[config.mk]
export PLATFORM = sky130hd
export DESIGN_NAME = vga_ctrl_regs
export DESIGN_NICKNAME = d
export VERILOG_FILES = /design/src/design/bus_pkg.sv /design/src/design/vga_ctrl_regs.sv
export VERILOG_INCLUDE_DIRS = /design/src /design/src/include
export SDC_FILE = /design/constraint.sdc
export NUM_CORES = 1
export LEC_CHECK = 0
export CAP_MARGIN = 20
export CORE_ASPECT_RATIO = 1.75
export CORE_MARGIN = 5
export CORE_UTILIZATION = 44
export CTS_CLUSTER_DIAMETER = 80
export DETAILED_ROUTE_END_ITERATION = 8
export DONT_BUFFER_PORTS = 1
export PLACE_DENSITY_LB_ADDON = 0.3
export SLEW_MARGIN = 40
export SYNTH_ARGS = -nofsm -noshare
export SYNTH_HDL_FRONTEND = slang
export SYNTH_SLANG_ARGS = --single-unit
export TNS_END_PERCENT = 100
[constraint.sdc]
create_clock -name clk -period 0.8 [get_ports clk]
set_input_delay 0.08 -clock clk [delete_from_list [all_inputs] [get_ports clk]]
set_output_delay 0.08 -clock clk [all_outputs]
set_load 0.005 [all_outputs]
[src/include/bus_cfg.svh]
`ifndef BUS_CFG_SVH
`define BUS_CFG_SVH

// Bus data and address width
`define BUS_DW 32

//////////////////////////////////////////////////
// Address map window bounds
//////////////////////////////////////////////////
// Data RAM low window starts at address zero
`define DRAM_LO_END   32'h0fff_ffff
`define VGA_REG_BASE  32'h1000_0000
`define VGA_REG_END   32'h1000_07ff
`define CURSOR_BASE   32'h1000_0800
`define CURSOR_END    32'h1000_0fff
`define TEXT_BASE     32'h1000_2000
`define TEXT_END      32'h1000_3fff
`define GRAPH_BASE    32'h1001_0000
`define GRAPH_END     32'h1001_ffff
`define IROM_BASE     32'h1fc0_0000
`define IROM_END      32'h1fff_ffff
// Data RAM high window runs to the top of the space
`define DRAM_HI_BASE  32'h2000_0000

// Word address widths of the shrunk memories
`define DRAM_AW  10
`define TEXT_AW  11
`define GRAPH_AW 12
`define IROM_AW  6

`endif

[src/design/bus_pkg.sv]
`default_nettype none

package bus_pkg;

	// Master command, bit 0 reads and bit 1 writes
	// 2'b11 is illegal on the bus
	typedef enum logic [1:0] {
		RW_IDLE  = 2'b00,
		RW_READ  = 2'b01,
		RW_WRITE = 2'b10
	} rw_e;

	// Decoded slave target
	// Code 7 is never produced by the decoder
	typedef enum logic [2:0] {
		REG_NONE     = 3'd0,
		REG_DRAM     = 3'd1,
		REG_VGA_CTRL = 3'd2,
		REG_CURSOR   = 3'd3,
		REG_TEXT     = 3'd4,
		REG_GRAPH    = 3'd5,
		REG_IROM     = 3'd6
	} region_e;

endpackage

`default_nettype wire

[src/design/vga_ctrl_regs.sv]
`default_nettype none
`include "bus_cfg.svh"

module vga_ctrl_regs (
	input  wire                clk,
	input  wire                arst_n,
	input  wire  bus_pkg::rw_e vga_reg_rw,
	input  wire  bus_pkg::rw_e cursor_rw,
	input  wire  [`BUS_DW-1:0] data_w,
	output logic [`BUS_DW-1:0] vga_reg_data_r,
	output logic [`BUS_DW-1:0] cursor_data_r
);

	// Control register fields
	logic [2:0] vga_mode;
	logic       vga_enable;

	// Cursor register fields
	logic [6:0] cursor_col;
	logic [4:0] cursor_row;
	logic       cursor_blink;

	//////////////////////////////////////////////////
	// Control register
	//////////////////////////////////////////////////
	always_ff @(posedge clk or negedge arst_n) begin
		if (!arst_n) begin
			vga_mode   <= '0;
			vga_enable <= 1'b0;
		end else if (vga_reg_rw == bus_pkg::RW_WRITE) begin
			// Mode in 2..0, enable in 31
			vga_mode   <= data_w[2:0];
			vga_enable <= data_w[31];
		end
	end

	// Unused bits read back as zero
	assign vga_reg_data_r = {vga_enable, 28'b0, vga_mode};

	//////////////////////////////////////////////////
	// Cursor register
	//////////////////////////////////////////////////
	always_ff @(posedge clk or negedge arst_n) begin
		if (!arst_n) begin
			cursor_col   <= '0;
			cursor_row   <= '0;
			cursor_blink <= 1'b0;
		end else if (cursor_rw == bus_pkg::RW_WRITE) begin
			cursor_col   <= data_w[6:0];
			cursor_row   <= data_w[12:8];
			cursor_blink <= data_w[16];
		end
	end

	// Column 6..0, row 12..8, blink 16
	assign cursor_data_r = {15'b0, cursor_blink, 3'b0, cursor_row, 1'b0, cursor_col};

	// Bus decode never targets both registers at once
	a_no_dual_write: assert property (@(posedge clk) disable iff (!arst_n)
		!(vga_reg_rw == bus_pkg::RW_WRITE && cursor_rw == bus_pkg::RW_WRITE));

endmodule

`default_nettype wire

## Yosys cells after proc, flatten, opt, wreduce, memory -nomap -nowiden

Index checks and enable logic that the tools add are counted.

| word-level totals | value |
|---|---|
| register bits | 17 |
| output and inout bits | 64 |
| word-level logic and storage cells | 7 |
| bits of input ports | 38 |

| operators by class | value |
|---|---|
| equality and inequality tests | 2 |

Operator list:

| cell | count |
|---|---|
| $eq 2x2->1 const B | 2 |

## Longest topological paths before layout

| logic depth | value |
|---|---|
| word-level depth | 1 |
| gate-level depth with buffers | 3 |
| gate-level depth less buffers | 2 |

## Least setup slack after synthesis

OpenSTA, ideal clock, no wires.

| timing | value |
|---|---|
| kind | in2reg |
| start point | input port cursor_rw[0] |
| end point | register cursor_col[0] |
| library setup time | 0.125 ns |
| cell stages on the path | 3 |
| buffers on the path | 1 |
| data required time | 0.675 ns |
| slack | 0.018 ns |
| data arrival time | 0.657 ns |
| path through | nand2b_4 > buf_6 > mux2_4 |

| on the way | value |
|---|---|
| word-level cells in the longest chain between the ends | 1 |

RTL lines:

| item | line | source |
|---|---|---|
| start: declaration | vga_ctrl_regs.sv:8 | `input wire bus_pkg::rw_e cursor_rw,` |
| $eq 2x2->1 | vga_ctrl_regs.sv:48 | `end else if (cursor_rw == bus_pkg::RW_WRITE) begin` |
| end signal: assignment | vga_ctrl_regs.sv:49 | `cursor_col <= data_w[6:0];` |
| end: declaration | vga_ctrl_regs.sv:19 | `logic [6:0] cursor_col;` |

No other way between the ends.
A chain may end at the register's enable or synchronous reset.

## Final worst setup path

| timing | value |
|---|---|
| start point | register cursor_row[4] |
| end point | output port cursor_data_r[12] |

RTL lines:

| item | line | source |
|---|---|---|
| start: declaration | vga_ctrl_regs.sv:20 | `logic [4:0] cursor_row;` |
| start signal: assignment | vga_ctrl_regs.sv:50 | `cursor_row <= data_w[12:8];` |
| end: declaration | vga_ctrl_regs.sv:11 | `` output logic [`BUS_DW-1:0] cursor_data_r `` |

No word-level cell between the ends.

==> results_dict.tcl <==
set metrics [dict create \
    fmax_mhz 1170 \
    layout.nets 159 \
    core-area_mm2 0.00230 \
    critPathRequiredTime_ns 0.72 \
    wl_per_cell_um 13.2 \
    clock-sinks 17 \
    fin_util 0.557 \
    cp_num_cells 1 \
    status "complete, but fails checks" \
    power.density_mw_per_mm2 1830 \
    dr.pass1.iters 3 \
    p_leak_nw 0.685 \
    r2r_cells 1 \
    first_global_vias 592 \
    finalCritPeriodShare 1.07 \
    ir_worst_vdd_mv 1.41 \
    initial_core_util 0.459 \
    worst_ep_arrival_time_ns 0.77 \
    r2r_slack_ns 0.03 \
    grt_antenna_before_repair 0 \
    rsz0062_at_grt "yes" \
    synth.distinct_cells 8 \
    die-area_mm2 0.00352 \
    grt_pass1_wl_um 2700 \
    path_cells "buf_6" \
    path_buf_inv 1 \
    setup_violations 17 \
    holdWs_ns 0.196 \
    syn-cell-area_mm2 0.00106 \
    vias_per_cell 3.91 \
    place_hpwl_um 1460 \
    fin_cells 145 \
    drt_wl_total_um 1910 \
    hold_path.class "in2reg" \
    violations "setup timing" \
    nFillCells 196 \
    postRouteAntennaNets 0 \
    slew_viol_final 0 \
    cp_slowest_cell "dfrtp_1" \
    drc 0 \
    cts-root-buf "clkbuf_8" \
    min_period_ns 0.853 \
    cpPeakStageDelay_ns 0.40 \
    final_cell_area_mm2 0.00128 \
    cp-end-kind "output pin" \
    cp-start-kind "flip-flop" \
    gp_congestion 0.669 \
    num_rows 23 \
    path_clk_slew_ns 0.07 \
    ys_seq_area_frac 0.402 \
    cts_tree "yes" \
    path_class "reg2out" \
    clk_latency_ns 0.25 \
    ys.warnings.count 0 \
    crit_family "flip-flops" \
    die_w_um 47.1 \
    syn_avg_cell_area_um2 12.2 \
    num_antenna_cells 0 \
    cts_max_level 1 \
    hold_violations 0 \
    clock_skew_ns 0 \
    syn2layout_area_growth_pct 21.3 \
    port_buffers 0 \
    drive_gt1_frac 0.333 \
    grt_max_degree 18 \
    synth_cells 87 \
    dieHeight_um 74.8 \
    setup_slack_ns -0.0532 \
    placed_cell_area_mm2 0.00101 \
    cap_violations 0 \
    cp_max_fo 2 \
    numPlacedInstances 125 \
    drtIter0Drc 1 \
    gr-total-overflow 0 \
    track_usage 0.110 \
    whs_path_depth 2 \
    cts_made_buffers 3 \
    clock_path_buffers 2 \
    p_total_mw 2.35 \
    postCtsSetupBuffers 0 \
    io_pins 102 \
    ys_ff_latch 17 \
    dr_total_vias 567 \
]
path summary, 6_finish.rpt:
path / from / end
max: cursor_row[4] / cursor_data_r[12]
min: vga_reg_rw[1] / vga_enable
max reg2reg: cursor_row[4] / cursor_row[4]
min reg2reg: cursor_blink / cursor_blink
max in group asynchronous: arst_n / vga_mode[1]
min in group asynchronous: arst_n / vga_enable
synth_stat cells:
master,instances,area share
buf_6,1,0.011
nand2b_4,1,0.013
mux2_4,10,0.14
mux2_2,7,0.075
conb_1,1,0.0035
nand2b_1,1,0.0059
dfrtp_1,17,0.40
buf_4,49,0.35
metal layers:
layer,vias up,global-route usage,routed length [um]
met3,5,0.0407,269
met5,-,0,0
met4,0,0.0738,46
met2,52,0.177,1000
met1,262,0.115,589
li1,248,-,-
report_power, final:
group / switching (mW) / internal (mW) / total, mW
registers: 0.0957 / 0.989 / 1.08
clock network: 0.283 / 0.345 / 0.628
logic: 0.204 / 0.435 / 0.639
cell usage in the layout (no fill, tap or decap):
master | Yosys | final
mux2_4 | 10 | 12
buf_6 | 1 | 17
nand2b_1 | 1 | 1
dfrtp_1 | 17 | 17
conb_1 | 1 | 47
clkinv_2 | 0 | 1
nand2b_4 | 1 | 1
mux2_2 | 7 | 5
dlygate4sd3_1 | 0 | 15
clkbuf_8 | 0 | 3
buf_2 | 0 | 1
registers in the layout, indices dropped and copies added (netlist names):
name,flops
cursor_row,5
vga_enable,1
cursor_col,7
vga_mode,3
cursor_blink,1
repair_timing:
action	4_1_cts	5_1_grt
hold buffers	15	1
endpoints found under the hold margin	34	17
setup endpoints to repair	17	19
gates resized for setup	17	2
stage by stage:
stage          setup TNS [ns]  worst slack (ns)
2_1_floorplan               0            0.0180
3_3_place_gp         -0.00540          -0.00206
3_5_place_dp          -0.0599           -0.0229
4_1_cts                 -1.57           -0.0604
5_1_grt                 -1.25           -0.0843
6_report               -0.738           -0.0532
kinds of logic (layout without fill, tap and decap cells):
logic type / count (synthesis) / in the layout / synth area share
buf+inv: 50 / 37 / 0.359
flops: 17 / 17 / 0.402
mux: 17 / 17 / 0.217
other cells: 1 / 47 / 0.00355
simple gates: 2 / 2 / 0.0189
cell type report:
| class | instances | area, um2 | share of cell area |
|---|---|---|---|
| multi-input combinational | 66 | 433 | 0.338 |
| sequential | 17 | 425 | 0.332 |
| timing repair buffer | 33 | 347 | 0.270 |
| clock buffer | 3 | 41.3 | 0.0322 |
| tap | 25 | 31.3 | 0.0244 |
| clock inverter | 1 | 5.00 | 0.00390 |
Power figures use the tool's default switching activity.
