===== config.mk =====
export PLATFORM = sky130hd
export DESIGN_NAME = addr_decoder
export DESIGN_NICKNAME = d
export VERILOG_FILES = /design/src/design/bus_pkg.sv /design/src/design/addr_decoder.sv
export VERILOG_INCLUDE_DIRS = /design/src /design/src/include
export SDC_FILE = /design/constraint.sdc
export NUM_CORES = 1
export LEC_CHECK = 0
export ABC_AREA = 1
export BUFFER_PORTS_ARGS = -buffer_cell sky130_fd_sc_hd__buf_4
export CAP_MARGIN = 20
export CORE_AREA = 10 10 47 49
export DETAILED_ROUTE_END_ITERATION = 8
export DIE_AREA = 0 0 57 59
export GPL_TIMING_DRIVEN = 0
export SYNTH_ARGS = -nofsm -noshare
export SYNTH_HDL_FRONTEND = slang
export SYNTH_SLANG_ARGS = --single-unit

===== constraint.sdc =====
create_clock -name vclk -period 1
set_input_delay 0.2 -clock vclk [all_inputs]
set_output_delay 0.2 -clock vclk [all_outputs]
set_load 0.1 [all_outputs]

===== src/include/bus_cfg.svh =====
`ifndef BUS_CFG_SVH
`define BUS_CFG_SVH

// Bus data and address width
`define BUS_DW 32

//////////////////////////////////////////////////
// Address map window bounds
//////////////////////////////////////////////////
// Data RAM low window starts at address zero
`define DRAM_LO_END   32'h0fff_ffff
`define VGA_REG_BASE  32'h1000_0000
`define VGA_REG_END   32'h1000_07ff
`define CURSOR_BASE   32'h1000_0800
`define CURSOR_END    32'h1000_0fff
`define TEXT_BASE     32'h1000_2000
`define TEXT_END      32'h1000_3fff
`define GRAPH_BASE    32'h1001_0000
`define GRAPH_END     32'h1001_ffff
`define IROM_BASE     32'h1fc0_0000
`define IROM_END      32'h1fff_ffff
// Data RAM high window runs to the top of the space
`define DRAM_HI_BASE  32'h2000_0000

// Word address widths of the shrunk memories
`define DRAM_AW  10
`define TEXT_AW  11
`define GRAPH_AW 12
`define IROM_AW  6

`endif


===== src/design/bus_pkg.sv =====
`default_nettype none

package bus_pkg;

	// Master command, bit 0 reads and bit 1 writes
	// 2'b11 is illegal on the bus
	typedef enum logic [1:0] {
		RW_IDLE  = 2'b00,
		RW_READ  = 2'b01,
		RW_WRITE = 2'b10
	} rw_e;

	// Decoded slave target
	// Code 7 is never produced by the decoder
	typedef enum logic [2:0] {
		REG_NONE     = 3'd0,
		REG_DRAM     = 3'd1,
		REG_VGA_CTRL = 3'd2,
		REG_CURSOR   = 3'd3,
		REG_TEXT     = 3'd4,
		REG_GRAPH    = 3'd5,
		REG_IROM     = 3'd6
	} region_e;

endpackage

`default_nettype wire


===== src/design/addr_decoder.sv =====
`default_nettype none
`include "bus_cfg.svh"

module addr_decoder (
	input  wire  [`BUS_DW-1:0] master_addr,
	output bus_pkg::region_e   region
);

	//////////////////////////////////////////////////
	// Window compare
	//////////////////////////////////////////////////
	always_comb begin
		// Low data RAM window starts at zero
		if (master_addr <= `DRAM_LO_END) begin
			region = bus_pkg::REG_DRAM;
		end else if (master_addr >= `VGA_REG_BASE && master_addr <= `VGA_REG_END) begin
			region = bus_pkg::REG_VGA_CTRL;
		end else if (master_addr >= `CURSOR_BASE && master_addr <= `CURSOR_END) begin
			region = bus_pkg::REG_CURSOR;
		end else if (master_addr >= `TEXT_BASE && master_addr <= `TEXT_END) begin
			region = bus_pkg::REG_TEXT;
		end else if (master_addr >= `GRAPH_BASE && master_addr <= `GRAPH_END) begin
			region = bus_pkg::REG_GRAPH;
		end else if (master_addr >= `IROM_BASE && master_addr <= `IROM_END) begin
			region = bus_pkg::REG_IROM;
		end else if (master_addr >= `DRAM_HI_BASE) begin
			// High alias of the same data RAM
			region = bus_pkg::REG_DRAM;
		end else begin
			// Holes between the peripheral windows
			region = bus_pkg::REG_NONE;
		end
	end

endmodule

`default_nettype wire


# After elaboration in Yosys (flattened, before gate mapping)

Index checks and enable logic that the tools add are counted.

Bits in registers: 0
Output and inout bits: 3

Magnitude comparators: 12
Reductions and logical operators: 5
Muxes and demuxes: 7

Operators by type and width:

| kind                                                                 | count |
|---|---|
| greater-or-equal comparator 32 x 29 -> 1 bit (second input constant) | 5 |
| <= comparator 32 x 29 -> 1 bit (second input constant)               | 5 |
| greater-or-equal comparator 32 x 30 -> 1 bit (second input constant) | 1 |
| <= comparator 32 x 28 -> 1 bit (second input constant)               | 1 |
| 2-to-1 mux 3 bit                                                     | 6 |
| logical AND 1 bit                                                    | 5 |
| 2-to-1 mux 1 bit                                                     | 1 |

# Depth between registers and ports, before layout

Word-level depth: 8
Mapped depth: 8

# Worst setup path after synthesis

No wires, ideal clock.

Path kind: input -> output
Start: input port master_addr[20]
End: output port region[0]
Arrival: 1.457 ns
Required time: 0.800 ns
Path buffers: 0
Path slack: -0.657 ns
Stages on the path: 7
Cell sequence: nor2_1 -> nand2_2 -> nor2_4 -> nor2_1 -> nor2_2 -> nand3_1 -> nand3_1

Longest elaborated chain between the ends: 8
Elaborated cells between the ends (all ways): 24
Those cells by class: 12 x order compare; 7 x mux; 5 x reduce/logical

RTL lines:

| item                                                                                 | RTL line           | text |
|---|---|---|
| start, declared                                                                      | addr_decoder.sv:5  | `` input wire [`BUS_DW-1:0] master_addr, `` |
| greater-or-equal comparator 32 x 30 -> 1 bit (no line), or another cell as far along | n/a                |  |
| 2-to-1 mux 1 bit / logical AND 1 bit (equally long branches)                         | n/a                |  |
| 2-to-1 mux 3 bit                                                                     | addr_decoder.sv:24 | `` end else if (master_addr >= `IROM_BASE && master_addr <= `IROM_END) begin `` |
| 2-to-1 mux 3 bit                                                                     | addr_decoder.sv:22 | `` end else if (master_addr >= `GRAPH_BASE && master_addr <= `GRAPH_END) begin `` |
| 2-to-1 mux 3 bit                                                                     | addr_decoder.sv:20 | `` end else if (master_addr >= `TEXT_BASE && master_addr <= `TEXT_END) begin `` |
| 2-to-1 mux 3 bit                                                                     | addr_decoder.sv:18 | `` end else if (master_addr >= `CURSOR_BASE && master_addr <= `CURSOR_END) begin `` |
| 2-to-1 mux 3 bit                                                                     | addr_decoder.sv:16 | `` end else if (master_addr >= `VGA_REG_BASE && master_addr <= `VGA_REG_END) begin `` |
| 2-to-1 mux 3 bit (*)                                                                 | addr_decoder.sv:14 | `` if (master_addr <= `DRAM_LO_END) begin `` |
| end, declared                                                                        | addr_decoder.sv:6  | `output bus_pkg::region_e region` |

Mark *: on every way between the ends. The rest lies on a longest branch, timed or not.

# Worst setup path after layout

Start: input port master_addr[22]
End: output port region[1]

Longest elaborated chain between the ends: 8
Elaborated cells between the ends (all ways): 22
Those cells by class: 11 x order compare; 6 x mux; 5 x reduce/logical

RTL lines:

| item                                                                                                            | RTL line |
|---|---|
| greater-or-equal comparator 32 x 29 -> 1 bit (no line) / <= comparator 32 x 29 -> 1 bit (equally long branches) | n/a |
| logical AND 1 bit (no line)                                                                                     | n/a |
| 2-to-1 mux 3 bit                                                                                                | addr_decoder.sv:24 |
| 2-to-1 mux 3 bit                                                                                                | addr_decoder.sv:22 |
| 2-to-1 mux 3 bit                                                                                                | addr_decoder.sv:20 |
| 2-to-1 mux 3 bit                                                                                                | addr_decoder.sv:18 |
| 2-to-1 mux 3 bit                                                                                                | addr_decoder.sv:16 |
| 2-to-1 mux 3 bit (*)                                                                                            | addr_decoder.sv:14 |

Marked as above.

==> flow_metrics.py <==
metrics = {
    "timing": {
        "period_share": 1.428,
        "setup_violations": 3,
        "tightestPinTransition_ps": 259.2,
        "maxSlewViolCount": 0,
        "rsz0062_at_grt": "yes",
        "finalHoldViolCount": 0,
        "worst_hold_slack_ps": 880.7,
        "relSlewSlack": 0.8267,
        "period_minus_slack_ps": 1428,
        "setup_slack_ps": -427.8,
        "fmax_ghz": 0.7004,
        "setup_tns_ps": -1267,
    },
    "layout": {
        "nNetsFinal": 121,
        "seq_cells": 0,
        "final_common_cell": "nand2_1",
        "drive_above_1_share": 0.6207,
        "nClkBuffers": 0,
        "diodes": 0,
        "design_area_um2": 699.4,
        "fill_cells": 140,
        "layout_common_cells": "nand2_1 (13), buf_4 (12), nor2_4 (10), buf_6 (10), inv_1 (9)",
        "ff_latch_area_um2": 0,
        "syn_to_final_growth_pct": 148.4,
    },
    "synth": {
        "syn_area_um2": 281.5,
        "ys_warn_count": 0,
        "ys_seq_area_frac": 0,
        "netlist_instances": 61,
        "syn-num-nets": 93,
        "synthTopCellsByArea": "nand2_1 (20%), nor2_1 (17%), inv_1 (16%), nor2_2 (13%), nand3_1 (12%)",
        "yosysTopAreaCell": "nand2_1",
        "synth_cell_types": 9,
        "syn_area_per_cell_um2": 4.615,
        "synth.top_cell.area_share": 0.2000,
    },
    "routing": {
        "routed_via_density": 4.369,
        "detail-route-antenna-nets": 0,
        "drt_iter0_drc": 4,
        "dr.pass1.iters": 2,
        "wl_per_cell_um": 9.583,
        "num_vias": 450,
        "routed_wl_um": 987,
        "drc": 0,
    },
    "pwr": {
        "peakVddDrop_mv": 0.1347,
        "comb_power_share": 1.000,
        "p_switching_w": 0.00008541,
        "internal_power_w": 0.0001046,
        "leakage_nw": 0.3369,
        "clkPwrFrac": 0,
        "p_total_w": 0.0001900,
        "power_frac_seq": 0,
        "powerDensity_nw_per_um2": 271.7,
        "p_sw_frac": 0.4494,
    },
    "status": {
        "violations": "setup timing",
        "status": "finished with violations",
    },
    "placed_design": {
        "dpl-instance-area_um2": 539.3,
        "place_hpwl_um": 876.3,
        "dp_slack_ps": -582.3,
        "portBuffers": 24,
        "gp_congestion": 0.7547,
    },
    "setup_path": {
        "critPathMaxFanout": 4,
        "required_ps": 800,
        "critPathKind": "in -> out",
        "critPathArrivalTime_ps": 1230,
        "crit_path_start_kind": "input port",
        "end_kind": "output pin",
    },
    "floorplanning": {
        "core_area_um2": 1401,
        "fp.dieW_um": 57,
        "start_util": 0.2009,
        "fp.dieH_um": 59,
        "io_pins": 35,
        "die_area_um2": 3363,
        "fp-row-count": 14,
    },
    "global_routing": {
        "grt_overflow": 0,
        "track_usage": 0.05508,
        "antenna_found_initial": 0,
        "grt_pass1_wl_mm": 1.669,
        "grt_pass1_vias": 423,
        "grt_max_degree": 5,
    },
    "clock_network": {
        "ctsHoldBuffers": 0,
    },
    "hold_path": {
        "holdPathStages": 4,
        "min_path_type": "in -> out",
    },
    "run": {
        "maxCapViolCount": 0,
    },
}
cell type report:
type	instances	area [µm²]	area share
inverters	12	47.55	0.06798
multi-input cells	49	354.1	0.5063
well taps	16	20.02	0.02862
repair buffers	26	277.8	0.3971
layer usage:
metal | global-route usage | routed length, µm | up-vias | share of wire
li1 | - | - | 236 | -
met1 | 0.06221 | 347 | 203 | 0.35
met2 | 0.1023 | 555 | 11 | 0.56
met3 | 0.01931 | 84 | 0 | 0.085
met4 | 0 | 0 | 0 | 0
met5 | 0 | 0 | - | 0
path summary, 6_finish.rpt:
kind	from	end	slack, ps
min	master_addr[16]	region[2]	880
max	master_addr[22]	region[1]	-430
power by group through the flow:
stage          clock network [W]   logic, W  registers [W]
2_1_floorplan                  0  0.0000609              0
3_3_place_gp                   0   0.000140              0
3_5_place_dp                   0   0.000142              0
4_1_cts                        0   0.000187              0
5_1_grt                        0   0.000207              0
6_report                       0   0.000190              0
synthesized netlist by cell type:
master / n
nor2_1: 13
nor3_1: 1
nand2_2: 3
nor2_4: 2
nand2_1: 15
inv_1: 12
nand4_1: 2
nand3_1: 7
nor2_2: 6
kinds of logic after synthesis:
group	synth area share
buf+inv	0.1600
simple gates	0.8400
worst max-delay path, stage by stage:
cell and delay (ps):
buf_8 100, nor2_4 90, nand2_2 70, nor2_4 150
nor2_2 60, nor2_2 140, nand3_2 140, nand3_4 100
buf_12 180
metrics by stage:
step                cells    util
global placement      101  0.3848
detailed placement    101  0.3848
finish                103  0.4991
CTS                   103  0.4866
global route          103  0.4991
floorplan              61       -
repair_timing:
action	CTS	global route
resized for setup	33	6
setup endpoints to repair	3	3
pin swaps	22	12
setup buffers	2	0
(Power assumes the default switching activity.)
