===== src/include/bus_cfg.svh =====
`ifndef BUS_CFG_SVH
`define BUS_CFG_SVH

// Bus data and address width
`define BUS_DW 32

//////////////////////////////////////////////////
// Address map window bounds
//////////////////////////////////////////////////
// Data RAM low window starts at address zero
`define DRAM_LO_END   32'h0fff_ffff
`define VGA_REG_BASE  32'h1000_0000
`define VGA_REG_END   32'h1000_07ff
`define CURSOR_BASE   32'h1000_0800
`define CURSOR_END    32'h1000_0fff
`define TEXT_BASE     32'h1000_2000
`define TEXT_END      32'h1000_3fff
`define GRAPH_BASE    32'h1001_0000
`define GRAPH_END     32'h1001_ffff
`define IROM_BASE     32'h1fc0_0000
`define IROM_END      32'h1fff_ffff
// Data RAM high window runs to the top of the space
`define DRAM_HI_BASE  32'h2000_0000

// Word address widths of the shrunk memories
`define DRAM_AW  10
`define TEXT_AW  11
`define GRAPH_AW 12
`define IROM_AW  6

`endif


===== src/design/bus_pkg.sv =====
`default_nettype none

package bus_pkg;

	// Master command, bit 0 reads and bit 1 writes
	// 2'b11 is illegal on the bus
	typedef enum logic [1:0] {
		RW_IDLE  = 2'b00,
		RW_READ  = 2'b01,
		RW_WRITE = 2'b10
	} rw_e;

	// Decoded slave target
	// Code 7 is never produced by the decoder
	typedef enum logic [2:0] {
		REG_NONE     = 3'd0,
		REG_DRAM     = 3'd1,
		REG_VGA_CTRL = 3'd2,
		REG_CURSOR   = 3'd3,
		REG_TEXT     = 3'd4,
		REG_GRAPH    = 3'd5,
		REG_IROM     = 3'd6
	} region_e;

endpackage

`default_nettype wire


===== src/design/bus.sv =====
`default_nettype none
`include "bus_cfg.svh"

module bus (
	input  wire                       clk,
	input  wire                       arst_n,
	input  wire  [`BUS_DW-1:0]        master_addr,
	input  wire  bus_pkg::rw_e        master_rw,
	input  wire  [`BUS_DW-1:0]        master_data_w,
	input  wire  bus_pkg::region_e    region,
	input  wire  [`BUS_DW-1:0]        irom_data_r,
	input  wire  [`BUS_DW-1:0]        dram_data_r,
	input  wire  [`BUS_DW-1:0]        text_data_r,
	input  wire  [`BUS_DW-1:0]        graph_data_r,
	input  wire  [`BUS_DW-1:0]        vga_reg_data_r,
	input  wire  [`BUS_DW-1:0]        cursor_data_r,
	output logic [`BUS_DW-1:0]        master_data_r,
	output logic [`IROM_AW-1:0]       irom_addr,
	output logic [`DRAM_AW-1:0]       dram_addr,
	output logic [`TEXT_AW-1:0]       text_addr,
	output logic [`GRAPH_AW-1:0]      graph_addr,
	output bus_pkg::rw_e              dram_rw,
	output bus_pkg::rw_e              text_rw,
	output bus_pkg::rw_e              graph_rw,
	output bus_pkg::rw_e              vga_reg_rw,
	output bus_pkg::rw_e              cursor_rw,
	output logic [`BUS_DW-1:0]        slave_data_w
);

	//////////////////////////////////////////////////
	// Address trim
	//////////////////////////////////////////////////
	// Drop byte offset and keep the word index of each window
	// Upper bits alias inside the shrunk memories
	assign irom_addr  = master_addr[`IROM_AW+1:2];
	assign dram_addr  = master_addr[`DRAM_AW+1:2];
	assign text_addr  = master_addr[`TEXT_AW+1:2];
	assign graph_addr = master_addr[`GRAPH_AW+1:2];

	//////////////////////////////////////////////////
	// Command gating
	//////////////////////////////////////////////////
	// Only the selected slave sees the master command
	assign dram_rw    = (region == bus_pkg::REG_DRAM) ? master_rw : bus_pkg::RW_IDLE;
	assign text_rw    = (region == bus_pkg::REG_TEXT) ? master_rw : bus_pkg::RW_IDLE;
	assign graph_rw   = (region == bus_pkg::REG_GRAPH) ? master_rw : bus_pkg::RW_IDLE;
	assign vga_reg_rw = (region == bus_pkg::REG_VGA_CTRL) ? master_rw : bus_pkg::RW_IDLE;
	assign cursor_rw  = (region == bus_pkg::REG_CURSOR) ? master_rw : bus_pkg::RW_IDLE;

	// Shared write data to every writable slave
	assign slave_data_w = master_data_w;

	//////////////////////////////////////////////////
	// Read data mux
	//////////////////////////////////////////////////
	always_comb begin
		master_data_r = '0;
		// Zero unless a read hits a mapped slave
		if (master_rw == bus_pkg::RW_READ) begin
			case (region)
				bus_pkg::REG_DRAM:     master_data_r = dram_data_r;
				bus_pkg::REG_VGA_CTRL: master_data_r = vga_reg_data_r;
				bus_pkg::REG_CURSOR:   master_data_r = cursor_data_r;
				bus_pkg::REG_TEXT:     master_data_r = text_data_r;
				bus_pkg::REG_GRAPH:    master_data_r = graph_data_r;
				bus_pkg::REG_IROM:     master_data_r = irom_data_r;
				default:               master_data_r = '0;
			endcase
		end
	end

	// Master never issues read and write together
	a_rw_legal: assert property (@(posedge clk) disable iff (!arst_n)
		master_rw inside {bus_pkg::RW_IDLE, bus_pkg::RW_READ, bus_pkg::RW_WRITE});

endmodule

`default_nettype wire


===== config.mk =====
export PLATFORM = sky130hd
export DESIGN_NAME = bus
export DESIGN_NICKNAME = d
export VERILOG_FILES = /design/src/design/bus_pkg.sv /design/src/design/bus.sv
export VERILOG_INCLUDE_DIRS = /design/src /design/src/include
export SDC_FILE = /design/constraint.sdc
export NUM_CORES = 1
export LEC_CHECK = 0
export ABC_CLOCK_PERIOD_IN_PS = 2600
export BUFFER_PORTS_ARGS = -buffer_cell sky130_fd_sc_hd__buf_2
export CAP_MARGIN = 20
export CORE_AREA = 2 2 148 150
export DETAILED_ROUTE_END_ITERATION = 8
export DIE_AREA = 0 0 150 152
export SYNTH_ARGS = -nofsm -noshare
export SYNTH_HDL_FRONTEND = slang
export SYNTH_SLANG_ARGS = --single-unit

===== constraint.sdc =====
create_clock -name vclk -period 2.6
set_clock_uncertainty 0.05 [all_clocks]
set_input_delay 0.13 -clock vclk [all_inputs]
set_output_delay 0.13 -clock vclk [all_outputs]
set_load 0.01 [all_outputs]

### Word level (Yosys, flattened, before mapping)

Index checks and enable logic that the tools add are counted.

| operators by class | value |
|---|---|
| eq/ne operators | 7 |
| muxes and demuxes | 7 |

Operators by type and width:

| cell | number |
|---|---|
| one-hot mux 32 bit (6 select lines) | 1 |
| two-way mux 32 bit | 1 |
| two-way mux 2 bit | 5 |
| == test 3 bit, second input constant | 3 |
| == test 3 x 2 -> 1 bit, second input constant | 2 |
| == test 3 x 1 -> 1 bit, second input constant | 1 |
| == test 2 x 1 -> 1 bit, second input constant | 1 |

| word-level totals | value |
|---|---|
| flip-flop bits (word level) | 0 |
| input port bits | 263 |
| output and inout bits | 113 |
| logic and storage cells | 14 |

### Logic depth before layout (Yosys ltp)

| depth | value |
|---|---|
| depth in word-level cells | 3 |
| depth in mapped cells | 5 |
| gate-level depth less buffers | 3 |

### Least setup slack after synthesis

No wires, ideal clock.

| path | value |
|---|---|
| kind | input -> output |
| start | in region[0] |
| end | out master_data_r[20] |
| data arrival time | 1,100 ps |
| data required time | 2,420 ps |
| slack | 1,320 ps |
| stages on the path | 5 |
| path buffers | 2 |
| cell sequence | buf_4 nor2b_1 clkbuf_1 a221oi_1 nor3_1 |

| on the way | value |
|---|---|
| cells in the longest elaborated chain, start to end | 3 |
| elaborated cells on any way between the ends | 8 |
| classes of those cells | 6 x eq/ne; 2 x mux |

RTL lines:

| what | line | RTL |
|---|---|---|
| start, declared | bus.sv:10 | `input wire bus_pkg::region_e region,` |
| == test 3 bit, or another cell as far along | bus.sv:60 | `case (region)` |
| one-hot mux 32 bit (6 select lines) (*) | bus.sv:60 |  |
| two-way mux 32 bit (*) | bus.sv:59 | `if (master_rw == bus_pkg::RW_READ) begin` |
| end, declared | bus.sv:17 | `` output logic [`BUS_DW-1:0] master_data_r, `` |

Every way passes the cells marked *; elsewhere a longest branch is shown, timed or not.

### Worst setup path in the final report

| path | value |
|---|---|
| start | in region[1] |
| end | out master_data_r[12] |

The elaborated chain is that of the path after synthesis.

==> flow_results.xml <==
<?xml version="1.0" encoding="UTF-8"?>
<metrics>
  <group name="synth">
    <metric name="synthesis.yosys.warnings" unit="">0</metric>
    <metric name="synth_cell_types" unit="">27</metric>
    <metric name="post-synth-top-area-fraction" unit="">0.244</metric>
    <metric name="post_synth_inst_count" unit="">289</metric>
    <metric name="avgSynthCellArea" unit="µm²">7.99</metric>
    <metric name="synth_sequential_area_ratio" unit="">0</metric>
    <metric name="synth_top_cells_by_area" unit="">sky130_fd_sc_hd__buf_4 24%, sky130_fd_sc_hd__mux2_2 16%, sky130_fd_sc_hd__mux2i_1 12%</metric>
    <metric name="syn-num-nets" unit="">552</metric>
    <metric name="synthesis.area" unit="mm²">0.00231</metric>
    <metric name="netlist.top_cell.by_area" unit="">sky130_fd_sc_hd__buf_4</metric>
  </group>
  <group name="cells_and_area">
    <metric name="n_antenna_cell" unit="">0</metric>
    <metric name="final_cells" unit="">724</metric>
    <metric name="register_area" unit="µm²">0</metric>
    <metric name="clkbuf_count" unit="">0</metric>
    <metric name="design_area" unit="mm²">0.00328</metric>
    <metric name="final_core_util" unit="">0.154</metric>
    <metric name="design.seq.count" unit="">0</metric>
    <metric name="final_layout_size_suffix_gt1_frac" unit="">0.660</metric>
    <metric name="finish.net_count" unit="">709</metric>
    <metric name="area_delta_synth_final" unit="%">42.1</metric>
  </group>
  <group name="critical_path">
    <metric name="cp.arrival" unit="ns">1.84</metric>
    <metric name="cpMostUsedCell" unit="">sky130_fd_sc_hd__buf_2</metric>
    <metric name="path_cells" unit="">buf_2, buf_4, and3b_1, a22oi_1, a31oi_1, buf_2</metric>
    <metric name="worstSetupPathType" unit="">input port to output port</metric>
    <metric name="setup.worst_path.start_class" unit="">input port</metric>
    <metric name="data_required_time_at_the_worst_endpoint" unit="ns">2.42</metric>
    <metric name="worst_path_max_delay_cell" unit="">sky130_fd_sc_hd__buf_2</metric>
    <metric name="worst_setup_path_end_kind" unit="">output port</metric>
    <metric name="worst-path-max-fanout" unit="">19</metric>
    <metric name="timing.critical_path.slowest_cell_delay" unit="ns">0.40</metric>
  </group>
  <group name="place">
    <metric name="place_inst" unit="">724</metric>
    <metric name="postPlaceCellArea" unit="mm²">0.00328</metric>
    <metric name="hpwl" unit="µm">9720</metric>
    <metric name="finalWeightedCongestion" unit="">0.714</metric>
    <metric name="io_buffers" unit="">239</metric>
  </group>
  <group name="sta">
    <metric name="min_period" unit="ns">2.02</metric>
    <metric name="totalNegativeSetupSlack" unit="ns">0</metric>
    <metric name="hold_viol" unit="">0</metric>
    <metric name="max_freq" unit="MHz">496</metric>
    <metric name="setup_viol" unit="">0</metric>
    <metric name="timing.slew.headroom" unit="">0.613</metric>
    <metric name="timing.final.max_slew_violations" unit="">0</metric>
    <metric name="post-route-period-util" unit="">0.775</metric>
    <metric name="setup_repair_after_global_routing_missed_its_margin" unit="">no</metric>
    <metric name="max_slew.worst_pin.slew" unit="ns">0.578</metric>
  </group>
  <group name="die">
    <metric name="initial_core_util" unit="">0.108</metric>
    <metric name="die_width" unit="µm">150</metric>
    <metric name="top_level_ports" unit="">376</metric>
    <metric name="std_cell_rows" unit="">54</metric>
    <metric name="die_y" unit="µm">152</metric>
    <metric name="floorplan.die_area" unit="mm²">0.0228</metric>
    <metric name="core_area" unit="mm²">0.0214</metric>
  </group>
  <group name="drt">
    <metric name="wl" unit="µm">11600</metric>
    <metric name="detailedRoute.firstIterationViolations" unit="">132</metric>
    <metric name="drt_first_pass_iters" unit="">5</metric>
    <metric name="route.vias.total" unit="">2844</metric>
    <metric name="viasPerCell" unit="">3.93</metric>
    <metric name="postRouteAntennaNets" unit="">0</metric>
    <metric name="post-route-drc-count" unit="">0</metric>
    <metric name="avgRoutedWirePerCell" unit="µm">16.0</metric>
  </group>
  <group name="clock_tree">
    <metric name="number_of_setup_buffers_added_after_cts" unit="">0</metric>
    <metric name="cts-hold-fix-buffers" unit="">0</metric>
    <metric name="post_cts_resized" unit="">0</metric>
  </group>
  <group name="grt">
    <metric name="initial_antenna_violation_count" unit="">0</metric>
    <metric name="vias_in_the_first_global_route" unit="">2739</metric>
    <metric name="grt_busiest_layer" unit="">met2</metric>
    <metric name="met1_usage" unit="">0.107</metric>
    <metric name="grt.met3_usage" unit="">0.0165</metric>
    <metric name="grt_util_met2" unit="">0.172</metric>
    <metric name="maximum_number_of_pins_on_one_net_before_global_route_repair" unit="">32</metric>
    <metric name="first_pass_grt_wire_length" unit="µm">16100</metric>
    <metric name="grt.overflow.total" unit="">0</metric>
    <metric name="grt.total_usage" unit="">0.0918</metric>
  </group>
  <group name="flow_run">
    <metric name="max_cap_violations" unit="">0</metric>
  </group>
  <group name="pwr">
    <metric name="cellLeakagePower" unit="µW">0.00164</metric>
    <metric name="power.density_cell_area" unit="mW/mm²">148</metric>
    <metric name="post-layout-total-power" unit="µW">486</metric>
    <metric name="ir_drop" unit="mV">0.0544</metric>
  </group>
  <group name="run_status">
    <metric name="result_of_the_run" unit="">complete, no violations</metric>
  </group>
  <group name="hold_path">
    <metric name="worst_hold_path_type" unit="">input port to output port</metric>
  </group>
</metrics>
-- final timing paths --
kind	from	to	slack (ns)	cells past startpoint
worst max-delay path	region[1]	master_data_r[12]	0.58	6
worst min-delay path	master_data_w[13]	slave_data_w[13]	0.21	0
-- cell type report --
class	count	area, µm²
tap	280	350
multi-input combinational	190	1610
timing repair buffer	254	1320
fill	2469	18100
-- synth_stat cells (6+ instances only) --
cell type and number:
sky130_fd_sc_hd__nor3_1 8, sky130_fd_sc_hd__buf_2 12, sky130_fd_sc_hd__clkbuf_1 6, sky130_fd_sc_hd__a221oi_1 18
sky130_fd_sc_hd__a21oi_1 10, sky130_fd_sc_hd__a211oi_1 12, sky130_fd_sc_hd__mux2_2 33, sky130_fd_sc_hd__a2bb2oi_1 12
sky130_fd_sc_hd__buf_4 75, sky130_fd_sc_hd__nand2_1 8, sky130_fd_sc_hd__a22oi_1 14, sky130_fd_sc_hd__a32oi_1 8
sky130_fd_sc_hd__mux2i_1 28
-- cell usage in the layout (no fill, tap or decap), drive strengths merged --
cell	n
a211oi	12
a21oi	10
a221oi	18
a22oi	14
a2bb2oi	12
a31oi	4
a32oi	8
and2	4
and3b	1
buf	254
mux2	33
mux2i	28
nand2	8
nand2b	3
nand3b	5
nor2	4
nor2b	4
nor3	8
nor3b	3
o211a	5
o221a	1
o22a	5
-- stage by stage --
step / setup WS, ns / hold WS (ns)
floorplan: 1.32 / 0.302
global route: 0.414 / 0.210
finish: 0.584 / 0.210
global placement: 0.546 / 0.210
detailed placement: 0.525 / 0.210
CTS: 0.525 / 0.210
-- per-layer routing --
metal / wire length (µm) / up-vias
met5: 0 / -
met4: 272 / 0
met3: 1140 / 24
met2: 5700 / 201
met1: 4470 / 1262
li1: - / 1357
-- report_power, final --
part	switching (µW)	total, µW	internal (µW)	leakage, µW
combinational	229	486	257	0.00164
clock	0	0	0	0
sequential	0	0	0	0
total	229	486	257	0.00164
-- critical path: cells and delay by family --
kind                   cells  cell delay, ns
buffers and inverters      3            0.91
AO/OA/AOI/OAI              2            0.39
AND/OR/NAND/NOR            1            0.39
-- logic make-up after synthesis --
| group | share of synthesized area |
|---|---|
| compound gates | 0.307 |
| buf+inv | 0.306 |
| mux | 0.282 |
| simple gates | 0.106 |
Power figures use the tool's default switching activity.
