### src/include/bus_cfg.svh
`ifndef BUS_CFG_SVH
`define BUS_CFG_SVH

// Bus data and address width
`define BUS_DW 32

//////////////////////////////////////////////////
// Address map window bounds
//////////////////////////////////////////////////
// Data RAM low window starts at address zero
`define DRAM_LO_END   32'h0fff_ffff
`define VGA_REG_BASE  32'h1000_0000
`define VGA_REG_END   32'h1000_07ff
`define CURSOR_BASE   32'h1000_0800
`define CURSOR_END    32'h1000_0fff
`define TEXT_BASE     32'h1000_2000
`define TEXT_END      32'h1000_3fff
`define GRAPH_BASE    32'h1001_0000
`define GRAPH_END     32'h1001_ffff
`define IROM_BASE     32'h1fc0_0000
`define IROM_END      32'h1fff_ffff
// Data RAM high window runs to the top of the space
`define DRAM_HI_BASE  32'h2000_0000

// Word address widths of the shrunk memories
`define DRAM_AW  10
`define TEXT_AW  11
`define GRAPH_AW 12
`define IROM_AW  6

`endif

### src/design/boot_rom.sv
`default_nettype none
`include "bus_cfg.svh"

module boot_rom (
	input  wire  [`IROM_AW-1:0] addr,
	output logic [`BUS_DW-1:0]  data_r
);

	//////////////////////////////////////////////////
	// Boot image
	//////////////////////////////////////////////////
	// Fixed table of contents, rest is filler
	localparam logic [`BUS_DW-1:0] BOOT_W0 = 32'h3c1d_1000;
	localparam logic [`BUS_DW-1:0] BOOT_W1 = 32'h27bd_0ff0;
	localparam logic [`BUS_DW-1:0] BOOT_W2 = 32'h0bf0_0010;

	always_comb begin
		case (addr)
			// Stack pointer setup, upper half
			`IROM_AW'd0: data_r = BOOT_W0;
			// Stack pointer setup, lower half
			`IROM_AW'd1: data_r = BOOT_W1;
			// Jump into the loaded program
			`IROM_AW'd2: data_r = BOOT_W2;
			// Filler word equals its own byte address
			default: data_r = {{(`BUS_DW-`IROM_AW-2){1'b0}}, addr, 2'b00};
		endcase
	end

endmodule

`default_nettype wire

### config.mk
export PLATFORM = sky130hd
export DESIGN_NAME = boot_rom
export DESIGN_NICKNAME = d
export VERILOG_FILES = /design/src/design/boot_rom.sv
export VERILOG_INCLUDE_DIRS = /design/src /design/src/include
export SDC_FILE = /design/constraint.sdc
export NUM_CORES = 1
export LEC_CHECK = 0
export BUFFER_PORTS_ARGS = -buffer_cell sky130_fd_sc_hd__buf_2
export CORE_AREA = 5 5 42 44
export DETAILED_ROUTE_END_ITERATION = 6
export DIE_AREA = 0 0 47 49
export GPL_TIMING_DRIVEN = 0
export SYNTH_ARGS = -nofsm -noshare
export SYNTH_HDL_FRONTEND = slang
export SYNTH_SLANG_ARGS = --single-unit
export TNS_END_PERCENT = 30
### constraint.sdc
create_clock -name vclk -period 3.53
set_input_delay 0.353 -clock vclk [all_inputs]
set_output_delay 0.353 -clock vclk [all_outputs]
set_load 0.01 [all_outputs]
---- Word level (Yosys, flattened, before mapping) ----
Cells that the tools add are included.
operators by class
  muxes and demuxes ....................... 1
  magnitude comparators ................... 0
  shift-type cells ........................ 0
  bitwise logic cells ..................... 0
  eq/ne operators ......................... 2
  reductions and logical operators ........ 1
  multipliers ............................. 0
  divide/modulo/power cells ............... 0
  add/sub/neg operators ................... 0
operators with widths
  cell                                           count
  case mux 30 bit (3 select lines)               1
  == test 6 x 1 -> 1 bit, second input constant  1
  == test 6 x 2 -> 1 bit, second input constant  1
  zero test 6 bit                                1
storage, ports and cells
  bits in latches ......................... 0
  memory bits (writable) .................. 0
  memory bits (read-only) ................. 0
  output and inout port bits .............. 32
  input bits .............................. 6
  word-level logic and storage cells ...... 4
  memories ................................ 0
  register bits ........................... 0

---- Depth between registers and ports, before layout ----
Gate-level depths: netlist of the first run.
  word-level depth ........................ 2
  mapped depth ............................ 4

---- Worst setup path before layout of the first run ----
No wires, ideal clock.
  kind .................................... in2out
  start ................................... in addr[2]
  end ..................................... out data_r[18]
  stages .................................. 4
  arrival time ............................ 1.494 ns
  setup slack ............................. 1.683 ns
  required time ........................... 3.177 ns
  path through ............................ or4_4 buf_6 nor2_1 buf_4
on the way
  longest elaborated chain between the ends .. 2
  elaborated cells on any way between the ends .. 4
  classes of those cells .................. eq/ne (2); mux (1); reduce/logical (1)
RTL lines
  what                                                  line            RTL
  from (decl)                                           boot_rom.sv:5   input wire [`IROM_AW-1:0] addr,
  == test 6 x 2 -> 1 bit, or another cell as far along  boot_rom.sv:18  case (addr)
  case mux 30 bit (3 select lines) (*)                  boot_rom.sv:18
  to (decl)                                             boot_rom.sv:6   output logic [`BUS_DW-1:0] data_r
Mark *: on every way between the ends. The rest lies on a longest branch, timed or not.

---- Worst setup path after layout of the first run ----
  start ................................... in addr[2]
  end ..................................... out data_r[19]
Same word-level chain as after synthesis.

==> reports/qor.log, run 1 <==
[sta] count of endpoints failing hold in the final timing report 0
[worst_setup_path] startpoint-to-endpoint class of the critical path input pin to output port
[worst_hold_path] worst hold-check path type input pin to output port
[worst_hold_path] critical hold path startpoint addr[4]
[worst_hold_path] worst hold path depth 3
[grt] maximum number of pins on one net before global-route repair 10
[yosys] synth top area cells sky130_fd_sc_hd__buf_4 46%, sky130_fd_sc_hd__o41ai_1 5.6%, sky130_fd_sc_hd__a21o_1 4.8%, sky130_fd_sc_hd__nor2_1 4.8%, sky130_fd_sc_hd__o21a_1 4.8%
[routing] vias per cell 3.67
[routing] wire length after detailed routing 775 µm
[sta] number of endpoints failing setup at the final stage 0
[grt] layer carrying the most global-route usage met2
[finish] count of flip-flops and latches 0
[worst_setup_path] Critical Path Slowest Stage Cell sky130_fd_sc_hd__or4_4
[routing] count of nets left with antenna violations after detail routing 0
[clocking] Hold-fix buffers, CTS 0
[sta] number of slew-limit violations in the final report 0
[grt] global route total overflow 0
[worst_setup_path] most frequent cell on the critical path sky130_fd_sc_hd__buf_2
[finish] Final Non-Filler Cells 95
[outcome] outcome complete, no violations
[worst_setup_path] Max stage delay on crit path 0.53 ns
[sta] unrepaired setup endpoints after global routing false
[routing] number of iterations in the first detailed-routing pass 3
[yosys] Yosys cell types 17
[sta] tightest hold margin 1.03 ns
[routing] average wire length per cell after detail routing 8.16 µm
[grt] met2 track utilization from global routing 9.28%
[routing] detailed-route via count 349
[finish] layout cell share with drive strength beyond 1 68.4%
[finish] synth-to-layout area growth 59.8%
[placed_design] global placement routability congestion 0.580
[grt] number of global-route vias before repair 268
[grt] met1 usage in global routing 8.26%
[yosys] post-synthesis average cell area 7.08 µm²
[worst_setup_path] maximum fanout along the worst path 9
[finish] area taken by multi-input logic gates 166 µm²
[finish] fillers 160
[power] power density of the placed cells 85.1 nW/µm²
[grt] antenna violations before repair 0
[flow_run] total of max-cap violations 0
[placed_design] number of port buffers 28
[worst_setup_path] data required time at the worst endpoint 3.18 ns
[yosys] cell accounting for the most synthesized area sky130_fd_sc_hd__buf_4
[power] P_leak 0.000337 µW
[floorplan] overall die width 47 µm
[power] Max VDD drop 30.8 µV
[yosys] total of warnings raised by yosys 0
[worst_setup_path] CP Capture Type output port
[sta] post-route minimum period 2.02 ns
[clocking] Resized Gates After CTS 0
[sta] Final period util 57.3%
[finish] Post-Route Utilization 35.5%
[yosys] most numerous cell in the Yosys netlist sky130_fd_sc_hd__buf_4
[yosys] leading post-synthesis cells by instance count 19 x sky130_fd_sc_hd__buf_4, 4 x sky130_fd_sc_hd__nor2_1
[floorplan] number of rows in the core area 14
[sta] Setup TNS 0 ns
[floorplan] DIE AREA 2300 µm²
[routing] number of DRC markers after the initial detailed-route iteration 4
[yosys] sequential share of the synthesized area 0%
[grt] Total GRT Usage 5.68%
[clocking] Post-CTS Setup Bufs 0
[worst_setup_path] crit path cell chain buf_2 > or4_4 > buf_6 > nor2_1 > buf_4 > buf_2
[sta] Max Clock Freq 0.494 GHz
[finish] Antenna Diode Count 0
[worst_setup_path] signal arrival time at the worst endpoint 1.67 ns
[grt] fraction of met3 tracks used by global routing 0.738%
[routing] detailed-route DRC error count 0
[floorplan] initial cell density of the core 22.2%
[worst_setup_path] startpoint class of the critical path input pin
[grt] wire length of the first global-routing pass 1100 µm
[finish] Net count, final 87
[finish] area used by sequential logic in the layout 0 µm²
[floorplan] height of the die 49 µm
[placed_design] cell count after placement 95
[floorplan] placeable core region 1400 µm²
[yosys] share of the synthesized area in the top cell type 45.8%
[finish] clock tree buffer count of the final layout 0
[yosys] summed instance area of the synthesized netlist 312 µm²
[placed_design] Final HPWL DP 708 µm
[floorplan] number of top-level pins 38
[yosys] synthesized instance count 44
[worst_hold_path] hold-critical path endpoint data_r[6]
-- routing by layer --
layer / vias to the layer above / wire length (µm)
li1: 186 / -
met1: 135 / 329
met2: 28 / 300
met3: 0 / 144
met4: 0 / 0
met5: - / 0
-- how the worst max path moves through the flow --
stage / start / endpoint / slack, ns / cells after the start
finish: addr[2] / data_r[19] / 1.51 / 6
global route: addr[2] / data_r[29] / 1.43 / 6
CTS: addr[2] / data_r[19] / 1.49 / 6
detailed placement: addr[2] / data_r[19] / 1.49 / 6
global placement: addr[2] / data_r[18] / 1.52 / 6
floorplan: addr[2] / data_r[18] / 1.68 / 4
-- where the power goes --
group	total (µW)	switching (µW)	leakage (µW)	internal, µW
clock network	0	0	0	0
logic	42.4	22.1	0.000337	20.3
registers	0	0	0	0
-- final cells by class --
cell class | instances | area share (%)
Buffer | 22 | 32.9
Inverter | 2 | 1.51
Multi-Input combinational cell | 27 | 33.4
Tap cell | 16 | 4.02
Timing Repair Buffer | 28 | 28.1
-- logic make-up after synthesis --
family / share of synthesized area, %
XOR/XNOR: 2.81
AO/OA/AOI/OAI: 18.1
buffers and inverters: 55.0
AND/OR/NAND/NOR: 22.9
other: 1.20
-- metrics by stage --
| step | power [µW] | setup slack (ns) | cell area, µm² |
|---|---|---|---|
| 6_report | 42.4 | 1.51 | 498 |
| 5_1_grt | 46.7 | 1.43 | 498 |
| 4_1_cts | 42.2 | 1.49 | 498 |
| 3_5_place_dp | 42.1 | 1.49 | 498 |
| 3_3_place_gp | 41.7 | 1.52 | 498 |
| 2_1_floorplan | 29.5 | 1.68 | 338 |
-- layout by cell type (no fill, tap or decap) --
cell type / n
sky130_fd_sc_hd__xnor2_1: 1
sky130_fd_sc_hd__nor2b_1: 1
sky130_fd_sc_hd__conb_1: 8
sky130_fd_sc_hd__o21a_1: 2
sky130_fd_sc_hd__nor3b_2: 1
sky130_fd_sc_hd__nand2b_1: 1
sky130_fd_sc_hd__nor2_1: 4
sky130_fd_sc_hd__o41ai_1: 2
sky130_fd_sc_hd__a21oi_2: 1
sky130_fd_sc_hd__buf_4: 19
sky130_fd_sc_hd__a21o_1: 2
sky130_fd_sc_hd__nor3_1: 2
sky130_fd_sc_hd__nor3_2: 1
sky130_fd_sc_hd__or4_4: 1
sky130_fd_sc_hd__inv_1: 2
sky130_fd_sc_hd__buf_6: 1
sky130_fd_sc_hd__buf_2: 30
-- critical path, delay by kind of cell --
family	cells	cell delay [ns]
buffers and inverters	4	0.55
AND/OR/NAND/NOR	2	0.76
No activity file was read; power rests on OpenSTA's default activity.
==> inputs of run 2 (changes only) <==
--- a/config.mk
+++ b/config.mk
@@ -6,6 +6,7 @@
 export SDC_FILE = /design/constraint.sdc
 export NUM_CORES = 1
 export LEC_CHECK = 0
+export ABC_AREA = 1
 export BUFFER_PORTS_ARGS = -buffer_cell sky130_fd_sc_hd__buf_2
 export CORE_AREA = 5 5 42 44
 export DETAILED_ROUTE_END_ITERATION = 6
==> constraint.sdc (replaced) <==
create_clock -name vclk -period 1.8
set_input_delay 0.18 -clock vclk [all_inputs]
set_output_delay 0.18 -clock vclk [all_outputs]
set_load 0.01 [all_outputs]
==> run 2 against run 1 <==
  * Combinational power is 71% higher
  * Critical path depth stayed put
  * Largest cell class unchanged
  * Count of clock-buffer cells in the layout stayed put
  * Setup slack worse by 0.97 ns
  * Largest power group unchanged
  * Power is 71% higher
  * Cell count is 7.4% higher
  * Final area is 5.5% lower
==> reports/qor.log, run 2 <==
[yosys] total of warnings raised by yosys 0 [unchanged]
[floorplan] placeable core region 1400 µm² [unchanged]
[placed_design] total cell area at the placement stage 470 µm² [-5.5%]
[finish] clock tree buffer count of the final layout 0 [unchanged]
[outcome] outcome complete, no violations
[flow_run] total of max-cap violations 0 [unchanged]
[worst_setup_path] maximum fanout along the worst path 5 [-4]
[worst_setup_path] startpoint-to-endpoint class of the critical path input pin to output port
[worst_setup_path] data required time at the worst endpoint 1.62 ns [-1.56 ns]
[finish] commonest non-fill, non-tap cells in the layout 30 x sky130_fd_sc_hd__buf_2, 19 x sky130_fd_sc_hd__buf_4, 11 x sky130_fd_sc_hd__inv_1, 8 x sky130_fd_sc_hd__nand2_1, 8 x sky130_fd_sc_hd__conb_1
[floorplan] overall die width 47 µm [unchanged]
[finish] leading cell type in the layout, fill and taps excluded sky130_fd_sc_hd__buf_2
[power] Pwr Total 72.6 µW [+71%]
[yosys] synth top area cells sky130_fd_sc_hd__buf_4 52%, sky130_fd_sc_hd__inv_1 15%, sky130_fd_sc_hd__nand2_1 11%, sky130_fd_sc_hd__nor2_2 6.8%, sky130_fd_sc_hd__nand3_1 5.5%
[sta] count of endpoints failing hold in the final timing report 0 [unchanged]
[routing] vias per cell 3.44 [-6.3%]
[grt] wire length of the first global-routing pass 1190 µm [+8.1%]
[worst_setup_path] startpoint class of the critical path input pin
[finish] area used by sequential logic in the layout 0 µm² [unchanged]
[routing] number of iterations in the first detailed-routing pass 1 [-2]
[yosys] cell accounting for the most synthesized area sky130_fd_sc_hd__buf_4
[sta] number of endpoints failing setup at the final stage 0 [unchanged]
[floorplan] number of rows in the core area 14 [unchanged]
[routing] average wire length per cell after detail routing 7.59 µm [-7.0%]
[floorplan] initial cell density of the core 19.6% [-2.7 points]
[yosys] most numerous cell in the Yosys netlist sky130_fd_sc_hd__buf_4
[grt] antenna violations before repair 0 [unchanged]
[sta] unrepaired setup endpoints after global routing false
[worst_setup_path] CP Capture Type output port
[routing] detailed-route DRC error count 0 [unchanged]
[power] Max VDD drop 42.3 µV [+37%]
[grt] number of global-route vias before repair 315 [+18%]
[clocking] Post-CTS Setup Bufs 0 [unchanged]
[routing] count of nets left with antenna violations after detail routing 0 [unchanged]
[yosys] summed instance area of the synthesized netlist 274 µm² [-12%]
[sta] number of slew-limit violations in the final report 0 [unchanged]
[routing] number of DRC markers after the initial detailed-route iteration 0 [-4]
[placed_design] number of port buffers 30 [+7.1%]
[yosys] sequential share of the synthesized area 0% [unchanged]
[floorplan] DIE AREA 2300 µm² [unchanged]
[finish] Net count, final 94 [+8.0%]
[worst_hold_path] worst hold path depth 4 [+1]
[worst_setup_path] signal arrival time at the worst endpoint 1.08 ns [-0.59 ns]
[finish] Final Instance Area 470 µm² [-5.5%]
[finish] Antenna Diode Count 0 [unchanged]
[sta] Max Clock Freq 0.794 GHz
[finish] count of flip-flops and latches 0 [unchanged]
[routing] wire length after detailed routing 774 µm [-0.13%]
[sta] post-route minimum period 1.26 ns
[power] P_leak 0.000401 µW [+19%]
[clocking] Hold-fix buffers, CTS 0 [unchanged]
[worst_hold_path] worst hold-check path type input pin to output port
[placed_design] Final HPWL DP 732 µm [+3.3%]
[routing] detailed-route via count 351 [+0.57%]
[yosys] synthesized instance count 49 [+11%]
[yosys] Yosys cell types 9 [-8]
[grt] maximum number of pins on one net before global-route repair 9 [-1]
[grt] global route total overflow 0 [unchanged]
[floorplan] height of the die 49 µm [unchanged]
[finish] synth-to-layout area growth 71.7%
[clocking] Resized Gates After CTS 0 [unchanged]
[finish] layout cell share with drive strength beyond 1 61.6% [-6.7 points]
[yosys] post-synthesis average cell area 5.59 µm² [-21%]
[grt] Total GRT Usage 6.18% [+0.49 points]
[sta] Final period util 70.0%
[floorplan] number of top-level pins 38 [unchanged]
[yosys] share of the synthesized area in the top cell type 52.1% [+6.3 points]
[power] power density of the placed cells 154 nW/µm² [+81%]
[worst_hold_path] hold-critical path endpoint data_r[7]
[worst_hold_path] critical hold path startpoint addr[5]
[sta] Setup TNS 0 ns [unchanged]
[yosys] leading post-synthesis cells by instance count 19 x sky130_fd_sc_hd__buf_4, 11 x sky130_fd_sc_hd__inv_1, 8 x sky130_fd_sc_hd__nand2_1, 3 x sky130_fd_sc_hd__nand3_1, 3 x sky130_fd_sc_hd__nor2_2
[placed_design] global placement routability congestion 0.614 [+6.0%]
-- run 2: changes by cell type after synthesis, sizes merged, moves of 2 or more --
cell   before  now
a21o        2    0
buf        22   19
inv         2   11
nand2       0    8
nand3       0    4
nor3        3    1
o21a        2    0
o41ai       2    0
-- run 2: cell families after synthesis --
group / share of synthesized area, %
buf+inv: 67.1
simple gates: 31.5
other cells: 1.37
-- run 2: worst max path at each step --
stage                       to  slack, ns     from
global route        data_r[29]       0.40  addr[5]
detailed placement  data_r[19]       0.53  addr[5]
floorplan           data_r[28]       0.69  addr[2]
finish              data_r[19]       0.54  addr[2]
CTS                 data_r[19]       0.53  addr[5]
global placement    data_r[19]       0.55  addr[5]
-- run 2: metal layers --
metal | vias to the layer above | share of wire [%] | GRT usage (%)
met1 | 133 | 37 | 7.83
met4 | 0 | 0 | 0
met2 | 28 | 45 | 11.3
li1 | 190 | - | -
met3 | 0 | 18 | 0.738
met5 | - | 0 | 0
-- run 2: critical path, cell delays in order --
cell,delay [ns]
sky130_fd_sc_hd__buf_2,0.11
sky130_fd_sc_hd__nor2_2,0.17
sky130_fd_sc_hd__nand2_1,0.10
sky130_fd_sc_hd__nor2_1,0.24
sky130_fd_sc_hd__buf_4,0.16
sky130_fd_sc_hd__buf_2,0.12
-- run 2: through the flow --
stage               util, %  std cells  hold slack, ns  worst slack (ns)
floorplan                 -         56           0.418             0.690
global placement       33.6        102           0.651             0.551
detailed placement     33.6        102           0.656             0.532
CTS                    33.6        102           0.657             0.528
global route           33.6        102           0.674             0.400
finish                 33.6        102           0.653             0.540
-- run 2: final cells by class --
type	count	area, µm²
fillers	174	931
repair buffers	30	150
plain buffers	19	143
multi-input cells	26	116
inverters	11	41.3
well taps	16	20.0
-- run 2: power breakdown --
part | internal, µW | leakage, µW | switching (µW) | total, µW
clock network | 0 | 0 | 0 | 0
registers | 0 | 0 | 0 | 0
logic | 34.7 | 0.000401 | 38.0 | 72.6
